--- config.mk ---
export PLATFORM = sky130hd
export DESIGN_NAME = readMux
export DESIGN_NICKNAME = d
export VERILOG_FILES = /design/src/source/busPkg.sv /design/src/source/periphPkg.sv /design/src/source/readMux.sv
export SDC_FILE = /design/constraint.sdc
export NUM_CORES = 1
export LEC_CHECK = 0
export ABC_AREA = 1
export BUFFER_PORTS_ARGS = -buffer_cell sky130_fd_sc_hd__buf_2
export CAP_MARGIN = 25
export CORE_MARGIN = 2
export CORE_UTILIZATION = 40
export DETAILED_ROUTE_END_ITERATION = 16
export PLACE_DENSITY = 0.91
export SYNTH_ARGS = -nofsm -noshare
export SYNTH_HDL_FRONTEND = slang
export SYNTH_SLANG_ARGS = --single-unit
--- constraint.sdc ---
create_clock -name clk -period 1.6 [get_ports clk]
set_input_delay 0.08 -clock clk [delete_from_list [all_inputs] [get_ports clk]]
set_output_delay 0.08 -clock clk [all_outputs]
set_load 0.02 [all_outputs]
--- src/source/busPkg.sv ---
// Processor bus types
// One access as the CPU drives it onto the pins

package busPkg;

    //~~~~~~~~~~~~~~~~~~~~~~~~~~~~~~~~~~~~~~~~~~~~~~~~~
    // Basic bus widths
    //~~~~~~~~~~~~~~~~~~~~~~~~~~~~~~~~~~~~~~~~~~~~~~~~~

    // Full 16-bit processor address
    typedef logic [15:0] addr_t;

    // One byte on the data bus
    typedef logic [7:0] data_t;

    //~~~~~~~~~~~~~~~~~~~~~~~~~~~~~~~~~~~~~~~~~~~~~~~~~
    // Bus access as seen on the pins
    //~~~~~~~~~~~~~~~~~~~~~~~~~~~~~~~~~~~~~~~~~~~~~~~~~

    // Strobes are active low, Z80 style
    // nMreq selects memory space, nIorq selects IO space
    // nRd and nWr give the direction
    // No wait, interrupt or bus request pins here
    typedef struct packed {
        addr_t addr;
        // Only meaningful while nWr is low
        data_t wrData;
        logic  nMreq;
        logic  nIorq;
        logic  nRd;
        logic  nWr;
    } busReq_t;

endpackage

--- src/source/periphPkg.sv ---
// Memory and IO map of the host board
// Decoded access and the fixed reply bytes

package periphPkg;

    import busPkg::*;

    //~~~~~~~~~~~~~~~~~~~~~~~~~~~~~~~~~~~~~~~~~~~~~~~~~
    // Access targets
    //~~~~~~~~~~~~~~~~~~~~~~~~~~~~~~~~~~~~~~~~~~~~~~~~~

    // Unit reached by a decoded access
    // tgtNone also covers idle cycles
    typedef enum logic [1:0] {
        tgtNone,
        tgtRam,
        tgtUartData,
        tgtUartStatus
    } target_t;

    // Decoded access, one per clock
    // isRead and isWrite are never both set
    typedef struct packed {
        target_t target;
        logic    isRead;
        logic    isWrite;
        // Memory space when set, IO space otherwise
        logic    isMem;
        addr_t   offset;
        data_t   wrData;
    } access_t;

    //~~~~~~~~~~~~~~~~~~~~~~~~~~~~~~~~~~~~~~~~~~~~~~~~~
    // IO map and fixed reply bytes
    //~~~~~~~~~~~~~~~~~~~~~~~~~~~~~~~~~~~~~~~~~~~~~~~~~

    // Port page is the high address byte
    // Page 00 takes serial transmit data
    localparam data_t ioDataPage   = 8'h00;
    // Page 02 returns the transmitter busy flag
    localparam data_t ioStatusPage = 8'h02;

    // IO read that hits nothing
    localparam data_t idleIoByte   = 8'h80;
    // Memory read above the RAM window
    localparam data_t unmappedByte = 8'hFF;

endpackage

--- src/source/readMux.sv ---
`timescale 1ns/10ps

// Result stage
// Forms the byte returned for each read
module readMux (
    input  logic               clk,
    input  logic               rstN,
    input  periphPkg::access_t access,
    input  busPkg::data_t      ramData,
    input  logic               busy,
    output busPkg::data_t      rdData
);

    import busPkg::*;
    import periphPkg::*;

    data_t replyReg;
    data_t replyNext;
    // Last sampled read went to RAM
    logic  ramSel;

    //~~~~~~~~~~~~~~~~~~~~~~~~~~~~~~~~~~~~~~~~~~~~~~~~~
    // Reply for non-RAM reads
    //~~~~~~~~~~~~~~~~~~~~~~~~~~~~~~~~~~~~~~~~~~~~~~~~~

    always_comb begin
        if (access.target == tgtUartStatus) begin
            replyNext = {7'b0, busy};
        end else if (access.isMem) begin
            // Memory above the window
            replyNext = unmappedByte;
        end else begin
            replyNext = idleIoByte;
        end
    end

    // RAM byte is already registered in hostRam
    // so only its selection is kept here
    always_ff @(posedge clk) begin
        if (!rstN) begin
            replyReg <= '0;
            ramSel   <= 1'b0;
        end else if (access.isRead) begin
            ramSel <= access.target == tgtRam;
            if (access.target != tgtRam) begin
                replyReg <= replyNext;
            end
        end else if (ramSel) begin
            // Hold the RAM answer once ramData moves on
            replyReg <= ramData;
            ramSel   <= 1'b0;
        end
    end

    assign rdData = ramSel ? ramData : replyReg;

endmodule

---- After elaboration in Yosys (flattened, before gate mapping) ----
Index checks and enable logic that the tools add are counted.
operators by class
  multipliers ............................. 0
  multiplexer cells ....................... 5
  magnitude comparators ................... 0
  $add $sub $neg .......................... 0
  equality and inequality tests ........... 4
  shift-type cells ........................ 0
  reductions and logical operators ........ 1
  bitwise gates (word level) .............. 0
  div/mod/pow operators ................... 0
operator list
  cell                count
  $mux 8              4
  $mux 7              1
  $ne 2x1->1 const B  2
  $eq 2x1->1 const B  1
  $eq 2x2->1 const B  1
  $reduce_and 2->1    1
storage, ports and cells
  word-level logic and storage cells ...... 12
  latch bits .............................. 0
  output and inout port bits .............. 8
  register bits ........................... 9
  bits in writable memories ............... 0
  bits of input ports ..................... 40
  memories ................................ 0
  memory bits (read-only) ................. 0

---- Logic depth before layout (Yosys ltp) ----
  depth in word-level cells ............... 4
  mapped depth ............................ 7
  gate-level depth less buffers ........... 6

---- Worst setup path after synthesis ----
OpenSTA, ideal clock, no wires.
  path type ............................... reg-to-reg
  start ................................... register ramSel
  end ..................................... register replyReg[7]
  data required time ...................... 1.481 ns
  cell stages (with the launch flop) ...... 7
  setup slack ............................. 0.580 ns
  data arrival time ....................... 0.901 ns
  period minus slack after synthesis ...... 1.020 ns
  path buffers ............................ 1
  library setup time ...................... 0.119 ns
  cell sequence ........................... dfxtp_1 buf_4 inv_2 nand2_1 nand2_1 o21ai_0 nand2_1
on the way
  cells in the longest elaborated chain, start to end .. 2
RTL lines
  element                 line           source
  from (decl)             readMux.sv:20  logic ramSel;
  from (signal assigned)  readMux.sv:44  ramSel <= access.target == tgtRam;
  $mux 8                  n/a
  named net rdData[7]     readMux.sv:11  output busPkg::data_t rdData
  $mux 8                  n/a
  to (signal assigned)    readMux.sv:46  replyReg <= replyNext;
  to (signal assigned)    readMux.sv:50  replyReg <= ramData;
  to (decl)               readMux.sv:17  data_t replyReg;
The timed path passes the listed nets, and every way through them passes these cells.
A chain may end at the register's enable or synchronous reset.

---- Worst setup path after layout ----
  start ................................... register ramSel
  end ..................................... output port rdData[3]
on the way
  cells in the longest elaborated chain, start to end .. 1
RTL lines
  element    line
  $mux 8     n/a
  to (decl)  readMux.sv:11
Every way passes these cells.

==> results.cfg <==
[outcome]
status = completed

[detailed_routing]
dr.first_iter.drc_count = 18
dr.pass1.iters = 4
vias = 640
ant_nets = 0
drt-wirelength-per-cell_um = 8.56
avgViaCountPerCell = 4.27
drc = 0
drt_wl_total_um = 1280

[clock_tree]
cts_max_level = 1
cts_max_path_buffers = 2
post_cts_buffers = 0
tritoncts = yes
clock_latency_ns = 0.26
cts.clk_slew.worst_paths_ns = 0.06
cts_num_sinks = 9
cts_buffers = 3
hold_buffers = 0
cts_root_buf = clkbuf_4
cts_resized = 0

[pwr]
power.internal_w = 0.000394
leakage_nw = 0.503
power_w = 0.000586
share_comb_of_total_power_pct = 27.3
p_sw_share_pct = 32.8
pwr-share-clk_pct = 30.7
p_sw_w = 0.000193
power_density_nw_per_um2 = 776
ir_worst_vdd_v = 0.000674
seq_power_share_pct = 41.9

[global_routing]
grt_max_degree = 11
grt_pass1_vias = 561
overflow = 0
grt_pass1_wl_um = 2250
antenna_found_initial = 0
grt_usage_pct = 16.1

[job]
maxCapViolations = 0

[die]
die_area_um2 = 1890
core-area_um2 = 1490
die_y_um = 43.5
fp-row-count = 14
top_level_ports = 48
initial_utilization_pct = 41.8
die_w_um = 43.5

[sta]
fmax_mhz = 712
setup_viol = 0
fin_crit_sh_pct = 87.8
hold_viol = 0
fin_crit_ns = 1.40
tightestPinTransition_ns = 0.341
setup_tns_ns = 0
holdWs_ns = 0.120
maxSlewViolCount = 0
fin_skew_ns = 0.00544
slew_headroom_pct = 77.3
rsz0062_at_grt = false

[placed_design]
port_buffers = 22
place.gp.congestion = 0.753
hpwl_um = 952

[min_path]
hold_path_class = primary input to flop
worstHoldStart = rstN

[layout]
mostFrequentLayoutCells = nand2_1 (44), inv_1 (23), nor2_1 (22), buf_2 (22), dfxtp_1 (9)
syn2layout_area_growth_pct = 21.3
layout_commonest_cell = nand2_1
drive_above_1_share_pct = 25.4
final_util_pct = 50.8
nNetsFinal = 175
antennaDiodeCount = 0

[critical_path]
required_ns = 1.52
cp.arrival_ns = 1.32
r2r_start = ramSel
cp_max_fo = 9
worstSetupEndpointType = primary output
critical_path.startpoint_type = flop
cp-startpoint = ramSel
critPathKind = flop to primary output

[yosys]
synth_nets = 151
synth-seq-cells = 9
synth_area_um2 = 623
synthCells = 111
synth.distinct_cells = 13
yosysWarnings = 0
syn_area_per_cell_um2 = 5.61
ys_seq_area_share_pct = 28.9
[worst max-delay path, stage by stage, from the launching register on]
cell and delay [ns]:
dfxtp_1 0.52, inv_2 0.15, nand2_1 0.11, nand2_1 0.07
inv_1 0.05, buf_2 0.15
[layer usage]
metal  up-vias  wire (um)  GRT usage, %
li1        352          -             -
met1       267        567          17.5
met2        17        629          28.4
met3         4         62          3.75
met4         0         25          9.09
met5         -          0             0
[cells by family (layout without fill, tap and decap cells)]
family	Yosys count	count (layout)	share of synthesized area [%]
flip-flops	9	9	28.9
AND/OR/NAND/NOR	72	72	50.4
AO/OA/AOI/OAI	1	1	0.802
buffers and inverters	29	52	19.9
[stage by stage]
step	cells	instance area, um^2	setup WS (ns)
5_1_grt	150	756	0.0667
6_report	150	756	0.195
3_5_place_dp	146	729	0.463
4_1_cts	150	756	0.199
2_1_floorplan	111	623	0.580
3_3_place_gp	146	729	0.513
[worst paths after layout]
kind | to | slack, ns | depth (start not counted)
max | rdData[3] | 0.20 | 5
min | replyReg[2] | 0.12 | 3
max reg2reg | replyReg[7] | 0.45 | 5
min reg2reg | replyReg[7] | 0.46 | 2
[layout make-up]
| class | count | area [um^2] |
|---|---|---|
| clock buffers | 4 | 26.3 |
| fillers | 147 | 733 |
| inverters | 26 | 100 |
| multi-input cells | 73 | 319 |
| flip-flops and latches | 9 | 180 |
| well taps | 16 | 20.0 |
| repair buffers | 22 | 110 |
[sequential cells by signal (all words and copies together) (netlist names)]
| register | count |
|---|---|
| replyReg | 8 |
| ramSel | 1 |
[synth_stat cells]
cell type / instances / share of area, %
dfxtp_1: 9 / 29
nand2_4: 3 / 5.4
nor2_1: 22 / 13
nor2_4: 2 / 3.6
inv_1: 23 / 14
inv_4: 1 / 1.0
buf_4: 1 / 1.2
buf_6: 1 / 1.8
o21ai_0: 1 / 0.80
buf_2: 1 / 0.80
nand2_1: 44 / 27
nand3_2: 1 / 1.6
inv_2: 2 / 1.2
[power groups by stage]
| stage | clock, W | sequential [W] | combinational (W) |
|---|---|---|---|
| after global routing | 0.000198 | 0.000247 | 0.000181 |
| after detailed placement | 0 | 0.000251 | 0.000160 |
| after CTS | 0.000180 | 0.000246 | 0.000161 |
| final | 0.000180 | 0.000246 | 0.000160 |
| after floorplan | 0 | 0.000248 | 0.000116 |
| after global placement | 0 | 0.000251 | 0.000155 |
(Power assumes the default switching activity.)
