## config.mk

```make
export PLATFORM = sky130hd
export DESIGN_NAME = busDecode
export DESIGN_NICKNAME = d
export VERILOG_FILES = /design/src/source/busPkg.sv /design/src/source/periphPkg.sv /design/src/source/busDecode.sv
export SDC_FILE = /design/constraint.sdc
export NUM_CORES = 1
export LEC_CHECK = 0
export BUFFER_PORTS_ARGS = -buffer_cell sky130_fd_sc_hd__buf_2
export CAP_MARGIN = 5
export CORE_AREA = 2 2 39 41
export DETAILED_ROUTE_END_ITERATION = 6
export DIE_AREA = 0 0 41 43
export PLACE_DENSITY = 0.78
export SLEW_MARGIN = 5
export SYNTH_ARGS = -nofsm -noshare
export SYNTH_HDL_FRONTEND = slang
export SYNTH_SLANG_ARGS = --single-unit
```

## constraint.sdc

```tcl
create_clock -name vclk -period 3.2
set_clock_uncertainty 0.15 [all_clocks]
set_input_delay 0.32 -clock vclk [all_inputs]
set_output_delay 0.32 -clock vclk [all_outputs]
set_load 0.05 [all_outputs]
```

## src/source/busPkg.sv

```systemverilog
// Processor bus types
// One access as the CPU drives it onto the pins

package busPkg;

    //~~~~~~~~~~~~~~~~~~~~~~~~~~~~~~~~~~~~~~~~~~~~~~~~~
    // Basic bus widths
    //~~~~~~~~~~~~~~~~~~~~~~~~~~~~~~~~~~~~~~~~~~~~~~~~~

    // Full 16-bit processor address
    typedef logic [15:0] addr_t;

    // One byte on the data bus
    typedef logic [7:0] data_t;

    //~~~~~~~~~~~~~~~~~~~~~~~~~~~~~~~~~~~~~~~~~~~~~~~~~
    // Bus access as seen on the pins
    //~~~~~~~~~~~~~~~~~~~~~~~~~~~~~~~~~~~~~~~~~~~~~~~~~

    // Strobes are active low, Z80 style
    // nMreq selects memory space, nIorq selects IO space
    // nRd and nWr give the direction
    // No wait, interrupt or bus request pins here
    typedef struct packed {
        addr_t addr;
        // Only meaningful while nWr is low
        data_t wrData;
        logic  nMreq;
        logic  nIorq;
        logic  nRd;
        logic  nWr;
    } busReq_t;

endpackage

```

## src/source/periphPkg.sv

```systemverilog
// Memory and IO map of the host board
// Decoded access and the fixed reply bytes

package periphPkg;

    import busPkg::*;

    //~~~~~~~~~~~~~~~~~~~~~~~~~~~~~~~~~~~~~~~~~~~~~~~~~
    // Access targets
    //~~~~~~~~~~~~~~~~~~~~~~~~~~~~~~~~~~~~~~~~~~~~~~~~~

    // Unit reached by a decoded access
    // tgtNone also covers idle cycles
    typedef enum logic [1:0] {
        tgtNone,
        tgtRam,
        tgtUartData,
        tgtUartStatus
    } target_t;

    // Decoded access, one per clock
    // isRead and isWrite are never both set
    typedef struct packed {
        target_t target;
        logic    isRead;
        logic    isWrite;
        // Memory space when set, IO space otherwise
        logic    isMem;
        addr_t   offset;
        data_t   wrData;
    } access_t;

    //~~~~~~~~~~~~~~~~~~~~~~~~~~~~~~~~~~~~~~~~~~~~~~~~~
    // IO map and fixed reply bytes
    //~~~~~~~~~~~~~~~~~~~~~~~~~~~~~~~~~~~~~~~~~~~~~~~~~

    // Port page is the high address byte
    // Page 00 takes serial transmit data
    localparam data_t ioDataPage   = 8'h00;
    // Page 02 returns the transmitter busy flag
    localparam data_t ioStatusPage = 8'h02;

    // IO read that hits nothing
    localparam data_t idleIoByte   = 8'h80;
    // Memory read above the RAM window
    localparam data_t unmappedByte = 8'hFF;

endpackage

```

## src/source/busDecode.sv

```systemverilog
`timescale 1ns/10ps

// Decode stage
// Strobes and address in, classified access out
module busDecode #(
    parameter int ramAddrBits = 14
) (
    input  busPkg::busReq_t    busReq,
    output periphPkg::access_t access
);

    import periphPkg::*;

    //~~~~~~~~~~~~~~~~~~~~~~~~~~~~~~~~~~~~~~~~~~~~~~~~~
    // Strobe check
    //~~~~~~~~~~~~~~~~~~~~~~~~~~~~~~~~~~~~~~~~~~~~~~~~~

    logic       dirOk;
    logic       spaceOk;
    logic       active;
    logic       inRamWindow;
    logic [7:0] ioPage;

    // Exactly one direction strobe low
    assign dirOk   = busReq.nRd ^ busReq.nWr;
    // Exactly one space strobe low
    assign spaceOk = busReq.nMreq ^ busReq.nIorq;
    // Anything else counts as idle
    assign active  = dirOk & spaceOk;

    // RAM sits at the bottom of memory space
    assign inRamWindow = (busReq.addr >> ramAddrBits) == '0;

    // Port page from the upper address byte
    assign ioPage = busReq.addr[15:8];

    //~~~~~~~~~~~~~~~~~~~~~~~~~~~~~~~~~~~~~~~~~~~~~~~~~
    // Classify
    //~~~~~~~~~~~~~~~~~~~~~~~~~~~~~~~~~~~~~~~~~~~~~~~~~

    always_comb begin
        access.isRead  = active & ~busReq.nRd;
        access.isWrite = active & ~busReq.nWr;
        access.isMem   = active & ~busReq.nMreq;
        // Address and data ride along untouched
        access.offset  = busReq.addr;
        access.wrData  = busReq.wrData;
        access.target  = tgtNone;

        if (active) begin
            if (access.isMem) begin
                // Memory space, RAM window only
                if (inRamWindow) begin
                    access.target = tgtRam;
                end
            end else begin
                // IO space
                if (access.isWrite && ioPage == ioDataPage) begin
                    access.target = tgtUartData;
                end else if (access.isRead && ioPage == ioStatusPage) begin
                    access.target = tgtUartStatus;
                end
            end
        end
    end

endmodule

```

# Word level (Yosys, flattened, before mapping)
# Index checks and enable logic that the tools add are counted.
[word_totals]
latch_bits = 0
ff_bits = 0
output_inout_bits = 29
mem_count = 0
inputBits = 28
ram_bits = 0
wordCells = 19
rom_bits = 0
[classes]
reduce_logical = 4
order_cmp = 0
bitwise_logic = 9
n_mux = 5
shifts = 0
div = 0
addsub = 0
n_mul = 0
n_eq_ne = 1
[op_table]
columns = ["op", "n"]
rows = [
  ["16-bit zero test", 1],
  ["8-bit by 2-bit equality test with 1-bit output (second input constant)", 1],
  ["8-bit zero test", 1],
  ["2-bit two-way mux", 4],
  ["1-bit AND", 4],
  ["1-bit inverter", 3],
  ["1-bit logical AND", 2],
  ["1-bit XOR", 2],
  ["1-bit two-way mux", 1],
]

# Logic depth before layout (Yosys ltp)
[logic_depth]
depth_word = 8
ltp_mapped = 4
mapped_depth_nobuf = 4

# Worst setup path before layout
# Ideal clock, no wire load.
[synth_path]
kind = "input-to-output"
from = "input busReq[2] (netlist name)"
to = "output access[27] (netlist name)"
path_stages = 4
slack_ps = 734
arrival_ps = 1996
path_buffers = 0
path_cell_list = "xnor2_1 nor3b_2 a31oi_1 nor3_2"
[synth_rtl]
columns = ["element", "line", "source"]
rows = [
  ["start: declaration", "busDecode.sv:8", "input busPkg::busReq_t busReq,"],
  ["end: declaration", "busDecode.sv:9", "output periphPkg::access_t access"],
]

==> results.txt <==
----------------------------------------------------
[Timing]
  Slew at the pin with the worst max-slew slack ... 0.248 ns
  Highest clock rate ... 0.478 GHz
  Final setup violation count ... 0
  Min Tclk post-route ... 2.09 ns
  Post-route setup slack ... 1.11 ns
  RSZ-0062 raised after global routing ... false
  Number of slew-limit violations in the final report ... 0
  Fin. Hold Viols ... 0
  Worst Hold Slack ... 0.490 ns
  Final period utilization ... 0.654
  Setup TNS Final ... 0 ns
  Normalized max-slew margin ... 0.834

[Detailed routing]
  Antenna Nets Post-Route ... 0
  Drt total wl ... 570 um
  Via density ... 4.00
  Count of routing violations after the opening detailed-route iteration ... 0
  Drt first pass iters ... 1
  Count of vias placed by the detailed router ... 232
  Routed wirelength normalized by instance count ... 9.83 um
  Count of unresolved DRC violations after routing ... 0

[Pwr]
  Sequential share of power ... 0
  Net Sw Power ... 40.8 uW
  Internal cell power ... 16.5 uW
  Total leakage power ... 0.000148 uW
  Combinational Power Share ... 1.000
  Clock share of power ... 0
  Peak ir drop on the vdd network ... 0.0260 mV
  Power per Cell Area ... 201 nW/um2
  Fraction of power spent switching nets ... 0.712

[Floorplan]
  Core outline area ... 1380 um2
  Die Span Y ... 43 um
  Chip width ... 41 um
  Effective utilization at floorplan ... 0.231
  Number of top-level design ports ... 57
  Die footprint ... 1760 um2
  Standard-cell rows ... 14

[Global route]
  Number of global-route vias before repair ... 198
  Wire length of the first global-routing pass ... 724 um
  Pin count of the biggest net entering global routing ... 5
  Antenna violations before repair ... 0
  Gr ovfl total ... 0
  GR Util All Layers ... 0.0549

[Worst hold path]
  Hold Crit Start ... busReq[16]
  Classification of the worst-slack hold path ... primary input to output pin

[Finish]
  FF+latch area ... 0 um2
  Number of flip-flops and latches ... 0
  Finished layout cell area ... 285 um2
  P&R area growth vs syn ... -10.9%
  Most frequent cells in the layout ... sky130_fd_sc_hd__buf_2 (25), sky130_fd_sc_hd__xnor2_1 (2), sky130_fd_sc_hd__and2b_2 (2), sky130_fd_sc_hd__nor2_1 (2)
  Fillers ... 167
  Number of nets in the layout ... 72
  Most common library cell in the layout ignoring fill and taps ... sky130_fd_sc_hd__buf_2
  Layout cells sized above 1 ... 0.738
  Number of diodes added for antenna fixing ... 0
  Clock buffer count in the final layout ... 0
  Post-Layout Cell Count ... 58

[Logic synthesis]
  Total of warnings raised by yosys ... 0
  Share of the yosys chip area belonging to registers ... 0
  Share of cell area taken by muxes after synthesis ... 0
  Number of different library cells in the post-synthesis netlist ... 15
  Adder and majority cell fraction of the synthesized area ... 0
  Syn avg cell area ... 7.81 um2
  Post-Synth XOR/XNOR Area ... 0.0547
  Simple-gate share of the synthesized area ... 0.332
  Syn Std Cell Area ... 320 um2
  Main combinational cell family by area after synthesis ... buffers and inverters
  Area fraction in compound gates after synthesis ... 0.0508
  Net count after synthesis ... 69
  Synthesized instance count ... 41

[Placed design]
  Post-placement cell count ... 58
  Placed Area ... 285 um2
  Place WS ... 1.09 ns
  Final estimated routing congestion in global placement ... 0.621
  Port Buffers ... 25

[Worst setup path]
  Critical path fanouts, max ... 3
  Slowest CP cell ... sky130_fd_sc_hd__or4_4
  Start-to-end type of the worst setup path ... primary input to output pin
  Critical path endpoint category ... output pin
  Cell with the most instances on the worst path ... sky130_fd_sc_hd__buf_2
  Worst setup path endpoint ... access[27]
  Required @ worst endpoint ... 2.73 ns
  CP arrival ... 1.62 ns
  Critical path startpoint ... busReq[27]
  Critical path's largest stage delay ... 0.54 ns
  Cell chain of the critical path ... buf_2 > or4_4 > nor4_4 > a31oi_1 > nor3_2 > buf_2
  Element type at the critical path start ... primary input

[CTS]
  Post_cts resized ... 0
  Hold bufs inserted after CTS ... 0
  Number of setup buffers added after CTS ... 0

[Status]
  Status ... complete, no violations

[Run]
  Max-capacitance violation count ... 0

----------------------------------------------------
[per-layer routing]
metal	part of all wire	global-route usage
met5	0	0
met3	0.17	0.0209
met1	0.25	0.0316
met4	0	0
met2	0.58	0.128
[power groups by stage]
stage | Combinational (uW) | Sequential, uW | Clock (uW)
after floorplan | 99.5 | 0 | 0
after global placement | 56.9 | 0 | 0
after detailed placement | 58.0 | 0 | 0
after CTS | 58.0 | 0 | 0
after global routing | 60.9 | 0 | 0
final | 57.3 | 0 | 0
[cells by family after synthesis]
group,after synthesis
AO/OA/AOI/OAI,3
XOR/XNOR,2
buffers and inverters,24
AND/OR/NAND/NOR,12
[final cells by class]
class	count	area (um2)	share of cell area
timing repair buffer	25	125	0.439
multi-input combinational	17	140	0.491
tap	16	20.0	0.0702
[worst max-delay path: cells and delay by family]
kind	cells	cell delay (ns)
buffers and inverters	2	0.38
and+or+nand+nor	3	0.79
AOI/OAI and AO/OA	1	0.12
[how the worst min path moves through the flow]
stage                       endpoint  slack, ns  cells after the start
after global placement    access[11]       0.49                      0
final                     access[12]       0.49                      0
after CTS                 access[11]       0.49                      0
after floorplan           access[26]       0.60                      1
after detailed placement  access[11]       0.49                      0
after global routing       access[3]       0.49                      0
[synth_stat cells, drive strengths merged]
cell type,instances,share of area
a21oi,1,0.016
a31oi,1,0.020
and2b,2,0.055
and3,1,0.020
buf,24,0.56
nand2b,1,0.020
nand3b,1,0.023
nor2,2,0.023
nor2b,1,0.020
nor3,1,0.031
nor3b,1,0.039
nor4,1,0.066
o21ai,1,0.016
or4,1,0.035
xnor2,2,0.055
[stage by stage]
step / utilization / power [uW]
4_1_cts: 0.206 / 58.0
5_1_grt: 0.206 / 60.9
2_1_floorplan: - / 99.5
3_3_place_gp: 0.206 / 56.9
3_5_place_dp: 0.206 / 58.0
6_report: 0.206 / 57.3
No activity file was read; power rests on OpenSTA's default activity.
