==> src/source/busPkg.sv <==
// Processor bus types
// One access as the CPU drives it onto the pins

package busPkg;

    //~~~~~~~~~~~~~~~~~~~~~~~~~~~~~~~~~~~~~~~~~~~~~~~~~
    // Basic bus widths
    //~~~~~~~~~~~~~~~~~~~~~~~~~~~~~~~~~~~~~~~~~~~~~~~~~

    // Full 16-bit processor address
    typedef logic [15:0] addr_t;

    // One byte on the data bus
    typedef logic [7:0] data_t;

    //~~~~~~~~~~~~~~~~~~~~~~~~~~~~~~~~~~~~~~~~~~~~~~~~~
    // Bus access as seen on the pins
    //~~~~~~~~~~~~~~~~~~~~~~~~~~~~~~~~~~~~~~~~~~~~~~~~~

    // Strobes are active low, Z80 style
    // nMreq selects memory space, nIorq selects IO space
    // nRd and nWr give the direction
    // No wait, interrupt or bus request pins here
    typedef struct packed {
        addr_t addr;
        // Only meaningful while nWr is low
        data_t wrData;
        logic  nMreq;
        logic  nIorq;
        logic  nRd;
        logic  nWr;
    } busReq_t;

endpackage

==> src/source/periphPkg.sv <==
// Memory and IO map of the host board
// Decoded access and the fixed reply bytes

package periphPkg;

    import busPkg::*;

    //~~~~~~~~~~~~~~~~~~~~~~~~~~~~~~~~~~~~~~~~~~~~~~~~~
    // Access targets
    //~~~~~~~~~~~~~~~~~~~~~~~~~~~~~~~~~~~~~~~~~~~~~~~~~

    // Unit reached by a decoded access
    // tgtNone also covers idle cycles
    typedef enum logic [1:0] {
        tgtNone,
        tgtRam,
        tgtUartData,
        tgtUartStatus
    } target_t;

    // Decoded access, one per clock
    // isRead and isWrite are never both set
    typedef struct packed {
        target_t target;
        logic    isRead;
        logic    isWrite;
        // Memory space when set, IO space otherwise
        logic    isMem;
        addr_t   offset;
        data_t   wrData;
    } access_t;

    //~~~~~~~~~~~~~~~~~~~~~~~~~~~~~~~~~~~~~~~~~~~~~~~~~
    // IO map and fixed reply bytes
    //~~~~~~~~~~~~~~~~~~~~~~~~~~~~~~~~~~~~~~~~~~~~~~~~~

    // Port page is the high address byte
    // Page 00 takes serial transmit data
    localparam data_t ioDataPage   = 8'h00;
    // Page 02 returns the transmitter busy flag
    localparam data_t ioStatusPage = 8'h02;

    // IO read that hits nothing
    localparam data_t idleIoByte   = 8'h80;
    // Memory read above the RAM window
    localparam data_t unmappedByte = 8'hFF;

endpackage

==> src/source/uartTx.sv <==
`timescale 1ns/10ps

// Execute stage, serial transmitter
// 8N1 frame, LSB first, busy while a frame is out
module uartTx #(
    parameter int clksPerBit = 8
) (
    input  logic               clk,
    input  logic               rstN,
    input  periphPkg::access_t access,
    output logic               busy,
    output logic               uartTx
);

    import periphPkg::*;

    // At least one bit of timer, even for one clock per bit
    localparam int timerBits = (clksPerBit > 1) ? $clog2(clksPerBit) : 1;
    localparam logic [timerBits-1:0] lastTick = timerBits'(clksPerBit - 1);
    // Start, eight data, stop
    localparam logic [3:0] lastBit = 4'd9;

    //~~~~~~~~~~~~~~~~~~~~~~~~~~~~~~~~~~~~~~~~~~~~~~~~~
    // Frame state
    //~~~~~~~~~~~~~~~~~~~~~~~~~~~~~~~~~~~~~~~~~~~~~~~~~

    logic [9:0]           shiftReg;
    logic [timerBits-1:0] bitTimer;
    logic [3:0]           bitCount;
    logic                 accept;
    logic                 bitDone;

    // Data write taken only when idle, dropped otherwise
    assign accept = access.target == tgtUartData && access.isWrite && !busy;

    // Last clock of the current bit
    assign bitDone = bitTimer == lastTick;

    // Line is bit 0 of the shifter
    // Ones shift in behind the frame so idle is high
    assign uartTx = shiftReg[0];

    always_ff @(posedge clk) begin
        if (!rstN) begin
            busy     <= 1'b0;
            shiftReg <= '1;
            bitTimer <= '0;
            bitCount <= '0;
        end else if (accept) begin
            // Stop bit, data, start bit at the bottom
            busy     <= 1'b1;
            shiftReg <= {1'b1, access.wrData, 1'b0};
            bitTimer <= '0;
            bitCount <= '0;
        end else if (busy) begin
            if (bitDone) begin
                bitTimer <= '0;
                shiftReg <= {1'b1, shiftReg[9:1]};
                if (bitCount == lastBit) begin
                    // End of stop bit
                    busy     <= 1'b0;
                    bitCount <= '0;
                end else begin
                    bitCount <= bitCount + 4'd1;
                end
            end else begin
                bitTimer <= bitTimer + 1'b1;
            end
        end
    end

endmodule

==> config.mk <==
export PLATFORM = sky130hd
export DESIGN_NAME = uartTx
export DESIGN_NICKNAME = d
export VERILOG_FILES = /design/src/source/busPkg.sv /design/src/source/periphPkg.sv /design/src/source/uartTx.sv
export SDC_FILE = /design/constraint.sdc
export NUM_CORES = 1
export LEC_CHECK = 0
export ABC_AREA = 1
export BUFFER_PORTS_ARGS = -buffer_cell sky130_fd_sc_hd__buf_2
export CORE_MARGIN = 2
export CORE_UTILIZATION = 50
export CTS_BUF_LIST = sky130_fd_sc_hd__clkbuf_4 sky130_fd_sc_hd__clkbuf_8
export DETAILED_ROUTE_END_ITERATION = 8
export GPL_ROUTABILITY_DRIVEN = 0
export PLACE_DENSITY = 0.81
export SYNTH_ARGS = -nofsm -noshare
export SYNTH_HDL_FRONTEND = slang
export SYNTH_SLANG_ARGS = --single-unit
==> constraint.sdc <==
create_clock -name clk -period 1.5 [get_ports clk]
set_clock_uncertainty 0.1 [all_clocks]
set_input_delay 0 -clock clk [delete_from_list [all_inputs] [get_ports clk]]
set_output_delay 0 -clock clk [all_outputs]
set_load 0.005 [all_outputs]
== After elaboration in Yosys (flattened, before gate mapping) ==
Index checks and enable logic that the tools add are counted.

* Register bits: 17
* Input port bits: 31

* Add/sub/neg operators: 2
* Eq/ne operators: 3
* Multiplexer cells: 9
* Bitwise logic cells: 1
* Reductions and logical operators: 8

{| class="wikitable"
|+ Operators by type and width
! cell !! number
|-
| two-way mux 9 bit || 3
|-
| adder 4 x 1 -> 4 bit, second input constant || 1
|-
| == test 4 bit, second input constant || 1
|-
| two-way mux 1 bit || 4
|-
| two-way mux 4 bit || 1
|-
| AND reduction 2 bit || 2
|-
| nonzero test 2 bit || 2
|-
| adder 3 x 1 -> 3 bit, second input constant || 1
|-
| == test 3 bit, second input constant || 1
|-
| two-way mux 3 bit || 1
|-
| == test 2 bit, second input constant || 1
|-
| logical AND 1 bit || 2
|-
| OR reduction 2 bit || 1
|-
| logical NOT 1 bit || 1
|-
| inverter 1 bit || 1
|}

== Depth between registers and ports, before layout ==
Gate-level depths: netlist of run 1.

* Depth in word-level cells: 5
* Gate-level depth with buffers: 8
* Mapped depth without buffers: 8

== Worst setup path before layout of run 1 ==
No wires, ideal clock.

* Path kind: register to register
* From: reg bitTimer[0]
* To: reg shiftReg[3]
* Library setup time: 123 ps
* Arrival: 1,130 ps
* Data required time: 1,277 ps
* Path slack: 147 ps
* Cell stages (with the launch flop): 9
* Buffers on the path: 0
* Clock period less this slack: 1,353 ps
* Path through: dfxtp_1 > ha_1 > ha_1 > nand2_2 > inv_2 > nand2_1 > nand2_1 > nand2_1 > nand3_1

* Word-level cells in the longest chain between the ends: 3

{| class="wikitable"
|+ Ends and longest elaborated chain
! item !! RTL line !! source
|-
| start: declaration || uartTx.sv:28 || <nowiki>logic [timerBits-1:0] bitTimer;</nowiki>
|-
| start signal: assignment || uartTx.sv:67 || <nowiki>bitTimer <= bitTimer + 1'b1;</nowiki>
|-
| == test 3 bit || uartTx.sv:37 || <nowiki>assign bitDone = bitTimer == lastTick;</nowiki>
|-
| nonzero test 2 bit (no source line) || n/a ||
|-
| AND reduction 2 bit (no source line) || n/a ||
|-
| end signal: assignment || uartTx.sv:52 || <nowiki>shiftReg <= {1'b1, access.wrData, 1'b0};</nowiki>
|-
| end signal: assignment || uartTx.sv:58 || <nowiki>shiftReg <= {1'b1, shiftReg[9:1]};</nowiki>
|-
| end: declaration || uartTx.sv:27 || <nowiki>logic [9:0] shiftReg;</nowiki>
|}

No other way between the ends.
A chain may end at the register's enable or synchronous reset.

== Worst setup path in the final report of run 1 ==
* From: reg bitTimer[0]
* To: reg bitCount[3]

* Word-level cells in the longest chain between the ends: 2

{| class="wikitable"
|+ Ends and longest elaborated chain
! item !! RTL line !! source
|-
| == test 3 bit || uartTx.sv:37 ||
|-
| AND reduction 2 bit (no source line) || n/a ||
|-
| end signal: assignment || uartTx.sv:64 || <nowiki>bitCount <= bitCount + 4'd1;</nowiki>
|-
| end: declaration || uartTx.sv:29 || <nowiki>logic [3:0] bitCount;</nowiki>
|}

No other way between the ends.

==> results of run 1 <==
==> per-layer routing <==
metal	GRT usage, %	part of all wire [%]	vias to the layer above
met3	2.745	3.4	4
li1	-	-	459
met4	8.000	0.85	0
met1	24.88	44	413
met5	0	0	-
met2	35.28	52	18
==> cell type report <==
cell class | count | area [µm²] | share of cell area (%)
repair buffers | 27 | 190.2 | 16.96
multi-input cells | 95 | 498.0 | 44.42
well taps | 25 | 31.28 | 2.790
inverters | 8 | 32.53 | 2.902
clock buffers | 3 | 22.52 | 2.009
flip-flops and latches | 17 | 341.6 | 30.47
clock inverters | 1 | 5.005 | 0.4464
==> power by group through the flow <==
stage | Sequential, W | Clock (W) | Combinational (W)
5_1_grt | 0.000492 | 0.000266 | 0.000156
3_5_place_dp | 0.000499 | 0 | 0.000121
3_3_place_gp | 0.000497 | 0 | 0.000116
2_1_floorplan | 0.000490 | 0 | 0.0000991
4_1_cts | 0.000488 | 0.000246 | 0.000139
6_report | 0.000489 | 0.000236 | 0.000140
==> cells in the mapped netlist, drive strengths merged <==
| master | number | area, µm² |
|---|---|---|
| o21ai | 2 | 10.01 |
| nor2 | 11 | 57.56 |
| dfxtp | 17 | 340.3 |
| a21oi | 8 | 43.79 |
| nand3b | 9 | 67.56 |
| ha | 3 | 37.54 |
| nor3 | 2 | 15.01 |
| inv | 8 | 30.03 |
| nand3 | 19 | 95.09 |
| nand2 | 41 | 163.9 |
| buf | 5 | 43.79 |
==> flip-flops by register name, summed over array words and instances, names as in the netlist <==
name	cells
bitCount	4
bitTimer	3
busy	1
shiftReg	9
==> stage by stage <==
stage | hold WS [ps] | cells
detailed placement | 185.6 | 162
CTS | 10.57 | 175
floorplan | 49.40 | 125
global placement | 182.5 | 162
finish | 23.29 | 176
global route | 30.03 | 176
==> worst min-delay path by stage <==
stage | end | slack, ps | cells past startpoint
after floorplan | busy | 50 | 2
after global placement | shiftReg[8] | 180 | 4
after detailed placement | shiftReg[8] | 190 | 4
after CTS | shiftReg[8] | 10 | 5
after global routing | shiftReg[8] | 30 | 5
final | shiftReg[8] | 20 | 5
==> worst max-delay path: cells and delay by family (launching register included) <==
family / cells / cell delay (ps)
and+or+nand+nor: 5 / 460
adders and majority gates: 2 / 400
DFF: 1 / 360
==> repair_timing <==
action,in CTS,in global routing
endpoints found under the hold margin,10,0
setup buffers,0,1
hold buffers,9,0
gates resized for setup,0,5
endpoints found under the setup margin,0,9
==> cell families (layout without fill, tap and decap cells) <==
kind of cell | Yosys count | in the layout
flip-flops | 17 | 17
AO/OA/AOI/OAI | 10 | 10
AND/OR/NAND/NOR | 82 | 82
adder cells (fa/ha/maj) | 3 | 3
buffers and inverters | 13 | 39
==> impl_metrics.json, run 1 <==
{
  "outcome": "completed",
  "critPathArrivalTime_ps": 1500,
  "period_share_pct": 93.97,
  "place_area_um2": 984.7,
  "switching_power_w": 0.0002268,
  "criticalPathCategory": "reg -> reg",
  "min_period_ps": 1410,
  "fin_ws_ps": 90.40,
  "setup_viol": 0,
  "num_rows": 15,
  "path_clk_slew_ps": 100,
  "tightest_slew_ps": 329.1,
  "ys_ff_latch": 17,
  "r2r_setup_slack_ps": 90,
  "syn-mean-instance-area_um2": 7.237,
  "reg2reg_depth": 7,
  "critPathCaptureType": "flop",
  "total_power_w": 0.0008649,
  "drc": 0,
  "p_int_w": 0.0006382,
  "setup-tns-final_ps": 0,
  "grt-ovfl-total": 0,
  "antenna_found_initial": 0,
  "hold_violations": 0,
  "fill_cells": 146,
  "final_common_cell": "nand2_1",
  "peakVddDrop_v": 0.0006462,
  "diodes": 0,
  "hold_path.class": "in -> reg",
  "clk_latency_ps": 280,
  "worstReg2RegStart": "bitTimer[0]",
  "first_global_vias": 807,
  "synth_top_family_by_area": "simple AND/OR/NAND/NOR gates",
  "layout.nets": 186,
  "syn_to_final_growth_pct": 23.93,
  "grt_max_degree": 18,
  "cp_cell_sequence": "ha_1 -> ha_1 -> nand2_2 -> nor2_2 -> nand2_1 -> nand2_1 -> nor2_1",
  "rsz0062_at_grt": "false",
  "drv_cap": 0,
  "ys.warnings.count": 0,
  "synth_xor_area_share_pct": 0,
  "track_usage_pct": 20.29,
  "slowest_stage": "dfxtp_2",
  "max_stage_delay_ps": 360,
  "dieArea_um2": 2166,
  "numPortBuffers": 14,
  "wire_per_inst_um": 11.34,
  "postLayoutCellArea_um2": 1121,
  "dp_hpwl_um": 1423,
  "cp.required_ps": 1590,
  "place_ws_ps": 25.98,
  "cts_buffers": 3,
  "static-leakage-power_nw": 0.5387,
  "synth_seq_area_share_pct": 37.62,
  "max_clock_freq_mhz": 709.4,
  "synthCells": 125,
  "power_frac_clock_pct": 27.2,
  "vias": 894,
  "ioPinCount": 33,
  "synth_compound_area_share_pct": 5.947,
  "totalWireLength_um": 1995,
  "antenna_left": 0,
  "drt_iter0_drc": 17,
  "drive_above_1_share_pct": 21.19,
  "cts_tree": "done",
  "clock-root-buffer": "clkbuf_4",
  "syn_nets": 159,
  "start_kind": "flop",
  "clk_path_buf_depth": 2,
  "synthAdderAreaFrac_pct": 4.149,
  "synth_area_um2": 904.6,
  "clkSinkCount": 17,
  "startpoint": "bitTimer[0]",
  "initial_utilization_pct": 52.97,
  "hold_start": "access[27]",
  "via_per_inst": 5.080,
  "slew_headroom_pct": 78.03,
  "cp_max_fo": 6,
  "synthSimpleGateAreaFrac_pct": 44.12,
  "cts_htree_levels": 1,
  "muxShareOfSynthArea_pct": 0,
  "die_h_um": 46.54,
  "yosysUniqueCellTypes": 18,
  "seq_power_share_pct": 56.6,
  "core-area_um2": 1708,
  "drv_slew": 0,
  "final_util_pct": 65.64,
  "die_w_um": 46.54,
  "final_cell_mix": "nand2_1, nand3_1, dfxtp_1",
  "dr.pass1.iters": 4,
  "p_comb_share_pct": 16.2,
  "swShare_pct": 26.22,
  "r2r-end": "bitCount[3]",
  "grt_pass1_wl_um": 3180,
  "endpoint": "bitCount[3]",
  "p_per_area_nw_per_um2": 771.5
}
(Power assumes the default switching activity.)
==> inputs of run 2 (changes only) <==
--- a/config.mk
+++ b/config.mk
@@ -13,6 +13,7 @@
 export DETAILED_ROUTE_END_ITERATION = 8
 export GPL_ROUTABILITY_DRIVEN = 0
 export PLACE_DENSITY = 0.81
+export SETUP_SLACK_MARGIN = 0.15
 export SYNTH_ARGS = -nofsm -noshare
 export SYNTH_HDL_FRONTEND = slang
 export SYNTH_SLANG_ARGS = --single-unit
==> impl_metrics.json, run 2 (synthesis results as in run 1) <==
{
  "syn_to_final_growth_pct": 29.88,
  "grt-ovfl-total": 0,
  "path_clk_slew_ps": 100,
  "numPortBuffers": 14,
  "start_kind": "flop",
  "setup_viol": 0,
  "largest_register_ffs": 9,
  "cts_buffers": 3,
  "criticalPathCategory": "reg -> reg",
  "grt_max_degree": 18,
  "peakVddDrop_v": 0.0006391,
  "num_rows": 15,
  "antenna_found_initial": 0,
  "clk_latency_ps": 300,
  "antenna_left": 0,
  "dp_hpwl_um": 1327,
  "tightest_slew_ps": 244.3,
  "critPathArrivalTime_ps": 1470,
  "wire_per_inst_um": 11.68,
  "rsz0062_at_grt": "true",
  "hold_path.class": "in -> reg",
  "slew_headroom_pct": 83.71,
  "critPathCaptureType": "flop",
  "total_power_w": 0.0008905,
  "p_per_area_nw_per_um2": 758.0,
  "cp_max_fo": 6,
  "reg_top3": "shiftReg (9), bitCount (4), bitTimer (3)",
  "initial_utilization_pct": 52.97,
  "static-leakage-power_nw": 0.5598,
  "period_share_pct": 88.03,
  "cts_htree_levels": 1,
  "final_cell_mix": "nand2_1, nand3_1, dfxtp_1",
  "grt_pass1_wl_um": 3491,
  "dr.pass1.iters": 4,
  "fill_cells": 144,
  "multiInputGateArea_um2": 540.5,
  "hold_violations": 0,
  "regMostFlops": "shiftReg",
  "ioPinCount": 33,
  "dieArea_um2": 2166,
  "core-area_um2": 1708,
  "die_h_um": 46.54,
  "drv_cap": 0,
  "setup-tns-final_ps": 0,
  "via_per_inst": 5.153,
  "diodes": 0,
  "min_period_ps": 1320,
  "clkSinkCount": 17,
  "vias": 912,
  "final_common_cell": "nand2_1",
  "drc": 0,
  "track_usage_pct": 23.35,
  "clock-root-buffer": "clkbuf_4",
  "cts_tree": "done",
  "layout.nets": 187,
  "totalWireLength_um": 2067,
  "seqCellArea_um2": 342.8,
  "outcome": "completed",
  "max_clock_freq_mhz": 757.3,
  "die_w_um": 46.54,
  "drt_iter0_drc": 18,
  "drv_slew": 0,
  "final_util_pct": 68.79,
  "clk_path_buf_depth": 2,
  "cp.required_ps": 1650,
  "first_global_vias": 844,
  "drive_above_1_share_pct": 24.34
}
==> run 2: worst max-delay path, cell delays in order (launching register included) <==
cell	delay, ps
dfxtp_1	370
ha_4	160
ha_2	210
nand2_4	90
o21ai_0	190
nand2_1	80
nor2_1	80
==> run 2: repair_timing <==
| action | in CTS | in global routing |
|---|---|---|
| endpoints found under the setup margin | 12 | 14 |
| hold endpoints to repair | 10 | 0 |
| gates resized for setup | 9 | 6 |
| setup buffers | 1 | 0 |
| pin swaps | 1 | 0 |
| hold buffers | 10 | 0 |
==> run 2: path summary, 6_finish.rpt <==
| check | cells after the start | startpoint | end | slack [ps] |
|---|---|---|---|---|
| min reg2reg | 2 | shiftReg[1] | shiftReg[0] | 390 |
| min | 6 | access[28] | shiftReg[0] | 140 |
| max | 6 | bitTimer[1] | bitCount[3] | 180 |
| max reg2reg | 6 | bitTimer[1] | bitCount[3] | 180 |
==> run 2: area by class of cell <==
class | count | share of cell area [%]
Clock buffer | 3 | 1.917
Timing Repair Buffer | 28 | 17.04
Tap cell | 25 | 2.662
Sequential cell | 17 | 29.18
Multi-Input combinational cell | 95 | 46.01
Inverter | 8 | 2.769
Clock inverter | 1 | 0.4260
==> run 2: per-layer routing <==
metal | share of wire [%] | up-vias | track usage (%)
li1 | - | 462 | -
met1 | 44 | 433 | 26.37
met2 | 51 | 12 | 39.44
met3 | 3.7 | 5 | 7.059
met4 | 2.0 | 0 | 11.43
met5 | 0 | - | 0
==> run 2: where the power goes <==
part	switching, W	total (W)	internal (W)	leakage, nW
registers	0.0000217	0.000494	0.000472	0.139
logic	0.0000751	0.000147	0.0000717	0.403
clock network	0.000150	0.000250	0.0000996	0.0177
total	0.000247	0.000891	0.000643	0.560
==> run 2: through the flow <==
stage               setup slack (ps)  hold slack, ps  area, µm²  std cells
global placement               95.40           183.5      984.7        162
global route                   105.2           174.1       1175        177
CTS                            153.8           124.5       1142        177
detailed placement             28.17           187.1      984.7        162
floorplan                      154.9           49.40      904.6        125
finish                         179.6           143.6       1175        177
==> inputs of run 3 (changes only) <==
--- a/config.mk
+++ b/config.mk
@@ -5,10 +5,10 @@
 export SDC_FILE = /design/constraint.sdc
 export NUM_CORES = 1
 export LEC_CHECK = 0
-export ABC_AREA = 1
+export ABC_AREA = 0
 export BUFFER_PORTS_ARGS = -buffer_cell sky130_fd_sc_hd__buf_2
 export CORE_MARGIN = 2
-export CORE_UTILIZATION = 50
+export CORE_UTILIZATION = 49
 export CTS_BUF_LIST = sky130_fd_sc_hd__clkbuf_4 sky130_fd_sc_hd__clkbuf_8
 export DETAILED_ROUTE_END_ITERATION = 8
 export GPL_ROUTABILITY_DRIVEN = 0
==> impl_metrics.json, run 3 <==
{
  "drv_slew": 0,
  "grt_pass1_wl_um": 3008,
  "synth_area_um2": 829.5,
  "final_common_cell": "dfxtp_1",
  "clk_latency_ps": 300,
  "synth_commonest_cells": "dfxtp_1, nor2_1, and3_1, o21ai_1, a211oi_1",
  "initial_utilization_pct": 53.81,
  "drv_cap": 0,
  "die_w_um": 45.15,
  "cts_tree": "done",
  "dp_hpwl_um": 1197,
  "tightest_slew_ps": 282.7,
  "drc": 0,
  "grt_max_degree": 12,
  "setup_viol": 0,
  "synth_compound_area_share_pct": 17.80,
  "drt_iter0_drc": 26,
  "async_flop_share_pct": 0,
  "synthAdderAreaFrac_pct": 4.525,
  "fill_cells": 101,
  "grt-ovfl-total": 0,
  "critPathCaptureType": "flop",
  "max_clock_freq_mhz": 720.9,
  "diodes": 0,
  "first_global_vias": 726,
  "reg2reg_depth": 5,
  "die_h_um": 45.15,
  "final_cells": 135,
  "swShare_pct": 25.18,
  "clock-root-buffer": "clkbuf_4",
  "muxShareOfSynthArea_pct": 1.207,
  "syn_to_final_growth_pct": 38.01,
  "synth_seq_area_share_pct": 41.03,
  "hold_depth": 2,
  "hold_path.class": "in -> reg",
  "antenna_found_initial": 0,
  "ys_ff_latch": 17,
  "r2r_setup_slack_ps": 110,
  "switching_power_w": 0.0002065,
  "ioPinCount": 33,
  "ys.flop_type": "dfxtp_1",
  "synthCells": 92,
  "failed_checks": "negative hold slack",
  "largest_register_ffs": 9,
  "placed_cells": 119,
  "cp_max_fo": 10,
  "cts_buffers": 3,
  "antenna_left": 0,
  "synth_most_common_cell": "dfxtp_1",
  "period_share_pct": 92.48,
  "yosysTopAreaCellShare_pct": 41.03,
  "min_to": "shiftReg[0]",
  "reg_top3": "shiftReg (9), bitCount (4), bitTimer (3)",
  "layout.nets": 154,
  "criticalPathCategory": "reg -> reg",
  "numPortBuffers": 14,
  "static-leakage-power_nw": 0.4629,
  "p_comb_share_pct": 11.5,
  "regMostFlops": "shiftReg",
  "core-area_um2": 1541,
  "yosysUniqueCellTypes": 31,
  "synth_edf_count": 0,
  "min_period_ps": 1387,
  "setup-tns-final_ps": 0,
  "yosysTopAreaCell": "dfxtp_1",
  "dieArea_um2": 2038,
  "whs_ps": -127.7,
  "final_cell_mix": "dfxtp_1, buf_2, nor2_1",
  "path_clk_slew_ps": 110,
  "rsz0062_at_grt": "true",
  "place_ws_ps": 41.73,
  "peakVddDrop_v": 0.0005836,
  "r2r-end": "shiftReg[8]",
  "synth_top_family_by_area": "simple AND/OR/NAND/NOR gates",
  "vias": 761,
  "cp.required_ps": 1570,
  "synth_xor_area_share_pct": 2.112,
  "hold_violations": 10,
  "ys.warnings.count": 0,
  "p_int_w": 0.0006138,
  "dr.pass1.iters": 4,
  "worstReg2RegStart": "bitTimer[0]",
  "syn-mean-instance-area_um2": 9.017,
  "drive_above_1_share_pct": 36.97,
  "total_power_w": 0.0008203,
  "cts_htree_levels": 1,
  "start_kind": "flop",
  "critPathArrivalTime_ps": 1460,
  "seq_power_share_pct": 57.7,
  "hold_start": "rstN",
  "clk_path_buf_depth": 2,
  "track_usage_pct": 20.20,
  "p_per_area_nw_per_um2": 716.6,
  "num_rows": 14,
  "clkSinkCount": 17,
  "via_per_inst": 5.637,
  "synthTopCellsByArea": "dfxtp_1, a211oi_1, nor2_1, and3_1, ha_1",
  "slew_headroom_pct": 81.11,
  "fin_ws_ps": 112.9,
  "totalWireLength_um": 1920,
  "power_frac_clock_pct": 30.8,
  "synthSimpleGateAreaFrac_pct": 26.85,
  "outcome": "finished with violations",
  "syn_nets": 126,
  "wire_per_inst_um": 14.22
}
-- run 3: kinds of logic (layout without fill, tap and decap cells) --
group	after synthesis	count (layout)
and+or+nand+nor	39	39
AOI/OAI and AO/OA	23	23
DFF	17	17
buffers and inverters	7	34
adders and majority gates	3	3
xor gates and xnor gates	2	2
muxes	1	1
-- run 3: how the worst max path moves through the flow --
stage                 from          end  depth (start not counted)
2_1_floorplan  bitTimer[0]  shiftReg[1]                          6
3_3_place_gp   bitTimer[0]  bitCount[1]                          5
3_5_place_dp   bitTimer[1]  bitCount[1]                          5
4_1_cts        bitTimer[0]  bitCount[1]                          5
5_1_grt        bitTimer[0]  shiftReg[5]                          5
6_report       bitTimer[0]  shiftReg[8]                          5
-- run 3: worst max-delay path: stages (launching register included) --
cell and delay (ps):
dfxtp_2 350, ha_4 170, ha_4 210, nand2_8 120
nor3b_2 200, o21ai_1 100
-- run 3: what timing repair did --
item | CTS | global route
buffers inserted | 3 | 1
gates resized for setup | 4 | 8
gates cloned | 0 | 0
hold endpoints to repair | 10 | 10
pin swaps | 3 | 4
hold buffers | 7 | 1
setup endpoints to repair | 9 | 14
-- run 3: layout make-up --
| type | instances | area (µm²) | share of cell area, % |
|---|---|---|---|
| clock inverters | 1 | 5.005 | 0.4372 |
| clock buffers | 3 | 22.52 | 1.967 |
| flip-flops and latches | 17 | 342.8 | 29.95 |
| inverters | 1 | 3.754 | 0.3279 |
| repair buffers | 29 | 210.2 | 18.36 |
| multi-input cells | 68 | 540.5 | 47.21 |
| well taps | 16 | 20.02 | 1.749 |
-- run 3: power by group through the flow --
stage | sequential, W | combinational, W | clock, W
final | 0.000473 | 0.0000946 | 0.000252
after global routing | 0.000475 | 0.000103 | 0.000267
after CTS | 0.000473 | 0.0000893 | 0.000249
after detailed placement | 0.000483 | 0.0000717 | 0
after global placement | 0.000482 | 0.0000696 | 0
after floorplan | 0.000481 | 0.0000489 | 0
-- run 3: metal layers --
layer,track usage (%),up-vias,routed length (µm)
met2,35.43,23,964
li1,-,384,-
met4,5.294,0,27
met3,3.600,4,72
met1,25.31,350,856
met5,0,-,0
-- run 3: metrics by stage --
stage	util [%]	area, µm²
2_1_floorplan	-	910.9
3_3_place_gp	62.74	967.2
3_5_place_dp	62.74	967.2
4_1_cts	71.92	1109
5_1_grt	74.27	1145
6_report	74.27	1145
